### src/design/icache_pkg.sv
/*
 * Instruction cache shared definitions
 * Geometry constants and address field positions
 * Address, instruction, field and line types
 * Controller state encoding
 */
`default_nettype none

package icache_pkg;

  // Cache geometry, 2-way with 8 sets of 16-byte lines
  localparam int ICACHE_NO_OF_SETS  = 8;
  localparam int ICACHE_NO_OF_WAYS  = 2;
  localparam int ICACHE_LINE_WORDS  = 4;

  // Bit positions of the address fields
  localparam int ICACHE_OFFSET_LSB  = 2;
  localparam int ICACHE_INDEX_LSB   = 4;
  localparam int ICACHE_TAG_LSB     = 7;

  // Byte address and instruction word
  typedef logic [31:0] addr_t;
  typedef logic [31:0] instr_t;

  // Address fields
  // index is bits 6..4, offset is bits 3..2, tag is bits 31..7
  typedef logic [2:0]  index_t;
  typedef logic [1:0]  offset_t;
  typedef logic [24:0] tag_t;

  // Way number, one bit for two ways
  typedef logic        way_t;

  // Whole line, word 0 in the low bits
  typedef logic [127:0] line_t;

  // Miss handling controller states
  typedef enum logic [2:0] {
    ICACHE_IDLE,
    ICACHE_LOOKUP,
    ICACHE_READ_MEMORY,
    ICACHE_MEM_RELEASE,
    ICACHE_RESPOND,
    ICACHE_DRAIN
  } icache_state_e;

endpackage

`default_nettype wire

### src/design/icache_lookup_if.sv
/*
 * Lookup interface between the cache controller and the arrays
 * Captured request fields, fill controls, hit and victim results
 * Modports for controller, tag array and data array
 */
`timescale 1ns/100ps
`default_nettype none

interface icache_lookup_if;
  import icache_pkg::*;

  // Captured request
  index_t  index;
  tag_t    tag;
  offset_t offset;

  // Line fill from memory
  logic    fill_en;
  way_t    fill_way;
  line_t   fill_line;

  // Tag compare results
  logic    hit;
  way_t    hit_way;
  way_t    victim_way;

  // Selected word
  instr_t  rd_instr;

  modport ctrl (output index, tag, offset, fill_en, fill_way, fill_line,
                input  hit, hit_way, victim_way, rd_instr);

  modport tags (input  index, tag, fill_en, fill_way,
                output hit, hit_way, victim_way);

  modport data (input  index, offset, hit_way, fill_en, fill_way, fill_line,
                output rd_instr);

endinterface

`default_nettype wire

### src/design/icache_controller.sv
/*
 * Miss handling controller of the instruction cache
 * Request capture stage and lookup state machine
 * Four-phase req/ack toward fetch and toward memory
 * Refill into the LRU way, kill and drain of a pending read
 */
`timescale 1ns/100ps
`default_nettype none

module icache_controller (
  input  wire                      clk_i,
  input  wire                      rst_ni,

  // Fetch side
  input  wire                      if_req_i,
  input  wire                      if_kill_i,
  input  wire icache_pkg::addr_t   if_addr_i,
  output logic                     if_ack_o,
  output icache_pkg::instr_t       if_instr_o,

  // Memory side
  input  wire                      mem_ack_i,
  input  wire icache_pkg::line_t   mem_line_i,
  output logic                     mem_req_o,
  output icache_pkg::addr_t        mem_addr_o,

  icache_lookup_if.ctrl            lk
);
  import icache_pkg::*;

  icache_state_e state_q;

  // Captured request fields
  tag_t          req_tag_q;
  index_t        req_index_q;
  offset_t       req_offset_q;

  // Address is taken whenever a request is seen in IDLE
  always_ff @(posedge clk_i) begin
    if (state_q == ICACHE_IDLE && if_req_i) begin
      req_tag_q    <= if_addr_i[ICACHE_TAG_LSB +: $bits(tag_t)];
      req_index_q  <= if_addr_i[ICACHE_INDEX_LSB +: $bits(index_t)];
      req_offset_q <= if_addr_i[ICACHE_OFFSET_LSB +: $bits(offset_t)];
    end
  end

  assign lk.tag    = req_tag_q;
  assign lk.index  = req_index_q;
  assign lk.offset = req_offset_q;

  // Line-aligned read address, held while the request is captured
  assign mem_addr_o = {req_tag_q, req_index_q, {ICACHE_INDEX_LSB{1'b0}}};

  // Line is written at the edge where the memory ack is seen
  // a kill in that same cycle discards it
  assign lk.fill_en   = (state_q == ICACHE_READ_MEMORY) && mem_ack_i && !if_kill_i;
  assign lk.fill_way  = lk.victim_way;
  assign lk.fill_line = mem_line_i;

  // Returned word
  // in MEM_RELEASE the data array reads back the filled line
  always_ff @(posedge clk_i) begin
    if ((state_q == ICACHE_LOOKUP && lk.hit) || state_q == ICACHE_MEM_RELEASE) begin
      if_instr_o <= lk.rd_instr;
    end
  end

  // Main state machine with both handshakes
  always_ff @(posedge clk_i) begin
    if (!rst_ni) begin
      state_q   <= ICACHE_IDLE;
      if_ack_o  <= 1'b0;
      mem_req_o <= 1'b0;
    end else begin
      unique case (state_q)
        ICACHE_IDLE: begin
          if (if_req_i && !if_kill_i) begin
            state_q <= ICACHE_LOOKUP;
          end
        end
        ICACHE_LOOKUP: begin
          if (if_kill_i) begin
            // Dropped before any memory traffic
            state_q <= ICACHE_IDLE;
          end else if (lk.hit) begin
            if_ack_o <= 1'b1;
            state_q  <= ICACHE_RESPOND;
          end else begin
            mem_req_o <= 1'b1;
            state_q   <= ICACHE_READ_MEMORY;
          end
        end
        ICACHE_READ_MEMORY: begin
          if (if_kill_i) begin
            state_q <= ICACHE_DRAIN;
          end else if (mem_ack_i) begin
            state_q <= ICACHE_MEM_RELEASE;
          end
        end
        ICACHE_MEM_RELEASE: begin
          // Line stays filled even if fetch goes away now
          if (if_kill_i) begin
            state_q <= ICACHE_DRAIN;
          end else if (mem_req_o) begin
            mem_req_o <= 1'b0;
          end else if (!mem_ack_i) begin
            state_q <= ICACHE_RESPOND;
          end
        end
        ICACHE_RESPOND: begin
          if (!if_ack_o) begin
            // Miss path, ack only if the request is still alive
            if (if_kill_i || !if_req_i) begin
              state_q <= ICACHE_IDLE;
            end else begin
              if_ack_o <= 1'b1;
            end
          end else if (!if_req_i) begin
            if_ack_o <= 1'b0;
            state_q  <= ICACHE_IDLE;
          end
        end
        ICACHE_DRAIN: begin
          // Finish the memory handshake, nothing is kept
          if (mem_req_o) begin
            if (mem_ack_i) begin
              mem_req_o <= 1'b0;
            end
          end else if (!mem_ack_i) begin
            state_q <= ICACHE_IDLE;
          end
        end
        default: begin
          state_q <= ICACHE_IDLE;
        end
      endcase
    end
  end

  // Fetch ack only answers a request that was up when it was raised
  a_ack_needs_req: assert property (
    @(posedge clk_i) disable iff (!rst_ni) $rose(if_ack_o) |-> $past(if_req_i)
  ) else $error("controller: if_ack_o rose without if_req_i");

  // Memory request is held until memory has delivered the line
  a_mem_req_held: assert property (
    @(posedge clk_i) disable iff (!rst_ni) $fell(mem_req_o) |-> $past(mem_ack_i)
  ) else $error("controller: mem_req_o fell before mem_ack_i");

endmodule

`default_nettype wire

### src/design/icache_data_array.sv
/*
 * Data array of the instruction cache
 * One line per set and way, written whole on a fill
 * Word select from the hit way or the way just filled
 */
`timescale 1ns/100ps
`default_nettype none

module icache_data_array #(
  parameter int NO_OF_SETS = icache_pkg::ICACHE_NO_OF_SETS,
  parameter int NO_OF_WAYS = icache_pkg::ICACHE_NO_OF_WAYS,
  parameter int LINE_WORDS = icache_pkg::ICACHE_LINE_WORDS
) (
  input wire              clk_i,
  icache_lookup_if.data   lk
);
  import icache_pkg::*;

  // Line storage split into words
  instr_t words_q [NO_OF_SETS][NO_OF_WAYS][LINE_WORDS];

  // Remembers the way of a fill in the previous cycle
  logic   fill_q;
  way_t   fill_way_q;
  way_t   rd_way;

  // Whole line written in one cycle
  always_ff @(posedge clk_i) begin
    if (lk.fill_en) begin
      for (int w = 0; w < LINE_WORDS; w++) begin
        words_q[lk.index][lk.fill_way][w] <= lk.fill_line[w*$bits(instr_t) +: $bits(instr_t)];
      end
    end
  end

  always_ff @(posedge clk_i) begin
    fill_q     <= lk.fill_en;
    fill_way_q <= lk.fill_way;
  end

  // Right after a fill read the filled way
  // otherwise the way reported by the tag compare
  assign rd_way = fill_q ? fill_way_q : lk.hit_way;

  assign lk.rd_instr = words_q[lk.index][rd_way][lk.offset];

endmodule

`default_nettype wire

### src/design/icache_tag_array.sv
/*
 * Tag array of the instruction cache
 * Tag and valid storage per set and way
 * Parallel compare of all ways, one LRU bit per set
 * Victim way choice for line fills
 */
`timescale 1ns/100ps
`default_nettype none

module icache_tag_array #(
  parameter int NO_OF_SETS = icache_pkg::ICACHE_NO_OF_SETS,
  parameter int NO_OF_WAYS = icache_pkg::ICACHE_NO_OF_WAYS
) (
  input wire              clk_i,
  input wire              rst_ni,
  icache_lookup_if.tags   lk
);
  import icache_pkg::*;

  // Tags carry no reset, valid bits guard them
  tag_t                  tag_q   [NO_OF_SETS][NO_OF_WAYS];
  logic [NO_OF_WAYS-1:0] valid_q [NO_OF_SETS];

  // Each LRU bit names the way to replace next
  logic [NO_OF_SETS-1:0] lru_q;

  logic [NO_OF_WAYS-1:0] way_hit;

  // Compare every way of the indexed set at once
  always_comb begin
    for (int w = 0; w < NO_OF_WAYS; w++) begin
      way_hit[w] = valid_q[lk.index][w] && (tag_q[lk.index][w] == lk.tag);
    end
  end

  // Encode the hitting way
  always_comb begin
    lk.hit_way = '0;
    for (int w = 0; w < NO_OF_WAYS; w++) begin
      if (way_hit[w]) begin
        lk.hit_way = way_t'(w);
      end
    end
  end

  assign lk.hit        = |way_hit;
  assign lk.victim_way = lru_q[lk.index];

  // New tag goes into the victim way on a fill
  always_ff @(posedge clk_i) begin
    if (lk.fill_en) begin
      tag_q[lk.index][lk.fill_way] <= lk.tag;
    end
  end

  // Valid and LRU state
  always_ff @(posedge clk_i) begin
    if (!rst_ni) begin
      for (int s = 0; s < NO_OF_SETS; s++) begin
        valid_q[s] <= '0;
      end
      lru_q <= '0;
    end else begin
      if (lk.fill_en) begin
        valid_q[lk.index][lk.fill_way] <= 1'b1;
        // Freshly filled way is the most recent one
        lru_q[lk.index] <= ~lk.fill_way;
      end else if (lk.hit) begin
        // Point away from the way just used
        lru_q[lk.index] <= ~lk.hit_way;
      end
    end
  end

  // Fills only go to sets that missed, so one tag lives in one way at most
  a_single_way_hit: assert property (
    @(posedge clk_i) disable iff (!rst_ni) $onehot0(way_hit)
  ) else $error("tag array: more than one way hit");

endmodule

`default_nettype wire

### src/design/icache_top.sv
/*
 * Instruction cache top level
 * Fetch and memory ports, lookup interface
 * Controller, tag array and data array
 */
`timescale 1ns/100ps
`default_nettype none

module icache_top #(
  parameter int NO_OF_SETS = icache_pkg::ICACHE_NO_OF_SETS,
  parameter int NO_OF_WAYS = icache_pkg::ICACHE_NO_OF_WAYS,
  parameter int LINE_WORDS = icache_pkg::ICACHE_LINE_WORDS
) (
  input  wire                      clk_i,
  input  wire                      rst_ni,

  // Fetch stage
  input  wire                      if_req_i,
  input  wire                      if_kill_i,
  input  wire icache_pkg::addr_t   if_addr_i,
  output logic                     if_ack_o,
  output icache_pkg::instr_t       if_instr_o,

  // Instruction memory
  input  wire                      mem_ack_i,
  input  wire icache_pkg::line_t   mem_line_i,
  output logic                     mem_req_o,
  output icache_pkg::addr_t        mem_addr_o
);

  icache_lookup_if lk ();

  icache_controller u_ctrl (
    .clk_i      (clk_i),
    .rst_ni     (rst_ni),
    .if_req_i   (if_req_i),
    .if_kill_i  (if_kill_i),
    .if_addr_i  (if_addr_i),
    .if_ack_o   (if_ack_o),
    .if_instr_o (if_instr_o),
    .mem_ack_i  (mem_ack_i),
    .mem_line_i (mem_line_i),
    .mem_req_o  (mem_req_o),
    .mem_addr_o (mem_addr_o),
    .lk         (lk.ctrl)
  );

  // Tags, valid bits and LRU
  icache_tag_array #(
    .NO_OF_SETS (NO_OF_SETS),
    .NO_OF_WAYS (NO_OF_WAYS)
  ) u_tags (
    .clk_i  (clk_i),
    .rst_ni (rst_ni),
    .lk     (lk.tags)
  );

  // Line storage
  icache_data_array #(
    .NO_OF_SETS (NO_OF_SETS),
    .NO_OF_WAYS (NO_OF_WAYS),
    .LINE_WORDS (LINE_WORDS)
  ) u_data (
    .clk_i (clk_i),
    .lk    (lk.data)
  );

endmodule

`default_nettype wire

### config.mk
export PLATFORM = sky130hd
export DESIGN_NAME = icache_top
export DESIGN_NICKNAME = d
export VERILOG_FILES = /design/src/design/icache_pkg.sv /design/src/design/icache_lookup_if.sv /design/src/design/icache_controller.sv /design/src/design/icache_data_array.sv /design/src/design/icache_tag_array.sv /design/src/design/icache_top.sv
export SDC_FILE = /design/constraint.sdc
export NUM_CORES = 2
export LEC_CHECK = 0
export ABC_AREA = 0
export BUFFER_PORTS_ARGS = -buffer_cell sky130_fd_sc_hd__buf_2
export CAP_MARGIN = 0
export CORE_AREA = 2 2 454 411
export CTS_BUF_LIST = sky130_fd_sc_hd__clkbuf_8
export DETAILED_ROUTE_END_ITERATION = 10
export DIE_AREA = 0 0 456 413
export GPL_TIMING_DRIVEN = 1
export HOLD_SLACK_MARGIN = 0.15
export MAX_ROUTING_LAYER = met4
export PLACE_DENSITY = 0.69
export SYNTH_ARGS = -nofsm -noshare
export SYNTH_HDL_FRONTEND = slang
export SYNTH_SLANG_ARGS = --single-unit
### constraint.sdc
create_clock -name clk_i -period 13.2 [get_ports clk_i]
set_input_delay 1.32 -clock clk_i [delete_from_list [all_inputs] [get_ports clk_i]]
set_output_delay 1.32 -clock clk_i [all_outputs]
set_load 0.005 [all_outputs]
==> flow_summary_export.csv <==
group,metric,value,unit
outcome,status,"finished clean",
routing,wl_met2,127,mm
synth,synthMuxAreaShare,15.7,%
power_and_ir_drop,p_per_area,148,nW/um^2
power_and_ir_drop,p_leak,36.0,nW
cts,cts.sinks,2544,
routing,ant_nets,0,
routing,wl_per_cell,31.7,um
cts,cts_setup_buffers,0,
synth,ys_seq_area_share,75.6,%
synth,yosysUniqueCellTypes,61,
cts,cts_tree,"yes",
grt,grt_max_degree,155,
routing,initialDrtViolationCount,6703,
cts,ctsHoldBuffers,0,
synth,synthDominantCellAreaShare,74.9,%
finish,drive_gt1_share,27.0,%
synth,ys_seq_elements,2544,
die,die_h,413,um
timing,skew,0.0623,ns
grt,antenna_found_initial,34,
synth,yosys.area.top_type,"edfxtp_1",
synth,synth_top_family_by_area,"multiplexers",
run,cap_violations,0,
timing,fmax,0.145,GHz
cts,root_buffer,"clkbuf_8",
synth,synth-adder-area-share,0,%
placed_design,io_buffers,224,
worst_setup_path,critical_path_class,"reg2reg",
synth,synth_edf_count,2510,
timing,worst_pin_slew,1.22,ns
grt,grt_pass1_vias,54342,
hold_path,hp-class,"in2reg",
placed_design,routabilityCongestion,0.806,
timing,finalMaxSlewViolations,0,
hold_path,min_delay_path_depth,1,
timing,setup_viol,0,
die,initial_core_util,54.7,%
grt,grt_usage,28.5,%
worst_setup_path,worstPathArrival,7.70,ns
routing,wl,261,mm
routing,drc,0,
cts,htreeDepth,5,
synth,yosys-top-cells-area,"edfxtp_1 75%, mux4_2 13%, nand2_1 2.3%, mux2i_1 1.4%, a22oi_1 1.4%",
synth,synthFlopType,"edfxtp_1",
synth,synth_xor_area_share,0.305,%
die,ioPinCount,231,
placed_design,dpl.hpwl,131,mm
finish,area_delta_synth_final,11.3,%
synth,yosysWarnings,0,
routing,wl_met1,101,mm
grt,grt_first_pass_wirelength,373,mm
power_and_ir_drop,vdd.ir_drop.worst,0.0986,mV
grt,overflow,0,
finish,final_common_cell,"edfxtp_1",
finish,final_util,60.9,%
cts,clk-insertion-delay-late,1.09,ns
synth,synth_area,101000,sq um
die,rows,150,
timing,max-slew-margin-rel,18.7,%
die,coreArea,184000,sq um
synth,synth_compound_area_share,3.57,%
routing,drt_first_pass_iters,6,
worst_setup_path,crit_fanout,67,
worst_setup_path,r2r_slack,6.30,ns
synth,synthArstFlopShare,0,%
cts,numCtsBuffers,410,
timing,fin_crit_sh,52.3,%
finish,final_cell_mix,"2510 x edfxtp_1, 610 x nand2_1, 580 x mux4_2, 422 x clkbuf_8, 224 x buf_2",
cts,cts_resized,0,
worst_setup_path,critPathCaptureType,"register",
worst_setup_path,reg2reg_depth,12,
die,dieArea,188000,sq um
routing,highest-signal-layer,"met4",
worst_setup_path,startpoint_type,"register",
synth,yosys.area_share.simple,3.59,%
cts,clk_pin_slew,0.06,ns
timing,hold_violations,0,
routing,vias,53589,
timing,fin_setup_tns,0,ns
finish,fillers,12946,
timing,fin_crit,6.90,ns
cts,cts_buffer_depth,4,
synth,syn_inst,5019,
routing,route.met3.wl,24.5,mm
routing,viasPerCell,6.52,
die,die_w,456,um
worst_setup_path,required,13.99,ns
timing,rsz0062_at_grt,"no",
finish,nets,5654,
synth,syn_avg_cell_area,20.1,sq um
synth_stat cells (all sizes together) (25+ instances only):
master     n
edfxtp  2510
nand2    612
mux4     581
a22oi    186
clkbuf   158
mux2i    144
buf      129
mux2     115
a22o      76
nand4     50
nor2      46
dfxtp     34
nor2b     32
a221oi    31
a21oi     30
xnor2     29
o21a      25
worst paths after layout:
| check | startpoint | to |
|---|---|---|
| worst max register to register | register | u_ctrl.if_instr_o[30] |
| worst max-delay path | register | u_ctrl.if_instr_o[30] |
| worst min-delay path | if_addr_i[29] | u_ctrl.lk.tag[22] |
| worst min register to register | u_tags.valid_q[1][1] | u_tags.valid_q[1][1] |
power breakdown:
| part | leakage, nW | internal [mW] | switching [mW] |
|---|---|---|---|
| Combinational | 9.05 | 0.698 | 0.888 |
| Sequential | 22.8 | 8.93 | 0.0589 |
| Clock | 4.14 | 3.02 | 2.95 |
sequential cells by signal (all words and copies together), names as in the netlist, named ones only:
signal / cells
u_tags.lru_q: 8
u_ctrl.mem_req_o: 1
u_data.fill_way_q: 1
u_data.fill_q: 1
u_ctrl.lk.offset: 2
u_ctrl.lk.index: 3
u_ctrl.if_instr_o: 32
u_ctrl.lk.tag: 25
u_ctrl.if_ack_o: 1
u_tags.valid_q: 16
u_tags.tag_q: 400
u_ctrl.state_q: 3
u_data.words_q: 2048
metal layers:
metal,GRT usage (%),vias up
li1,-,21753
met4,9.39,0
met3,5.20,638
met1,37.8,28202
met5,-,-
met2,45.3,2996
final cells by class:
| type | instances | area [sq um] | share of cell area (%) |
|---|---|---|---|
| multi-input combinational | 2184 | 23700 | 21.1 |
| timing repair buffer | 342 | 2210 | 1.97 |
| sequential | 2544 | 76100 | 67.9 |
| clock inverter | 267 | 1190 | 1.07 |
| clock buffer | 422 | 5810 | 5.18 |
| tap | 2432 | 3040 | 2.72 |
| inverter | 7 | 26.3 | 0.0234 |
| antenna | 21 | 52.6 | 0.0469 |
metrics by stage:
step | cells | instance area (sq um) | worst slack, ns | total power [mW] | hold slack (ns)
after detailed placement | 7509 | 105000 | 6.36 | 10.7 | 0.450
after CTS | 8198 | 112000 | 6.34 | 16.6 | 0.334
final | 8219 | 112000 | 6.30 | 16.5 | 0.428
after floorplan | 5022 | 101000 | 3.90 | 10.3 | 0.435
after global placement | 7509 | 105000 | 6.36 | 10.7 | 0.442
after global routing | 8210 | 112000 | 5.92 | 17.1 | 0.364
critical path: stages, from the launching register on:
cell,delay [ns]
dfxtp_4,0.63
buf_4,0.84
buf_4,0.94
a21oi_1,0.09
a211o_1,0.35
a31oi_1,0.21
o2111ai_1,0.20
nor4_2,0.46
buf_4,0.57
buf_4,0.93
mux2_2,0.43
a221o_1,0.33
or4_1,0.49
kinds of logic after synthesis:
logic type | after synthesis
compound gates | 464
xor+xnor | 35
mux | 840
flops | 2544
other cells | 1
simple gates | 841
buf+inv | 294
No activity file was read; power rests on OpenSTA's default activity.
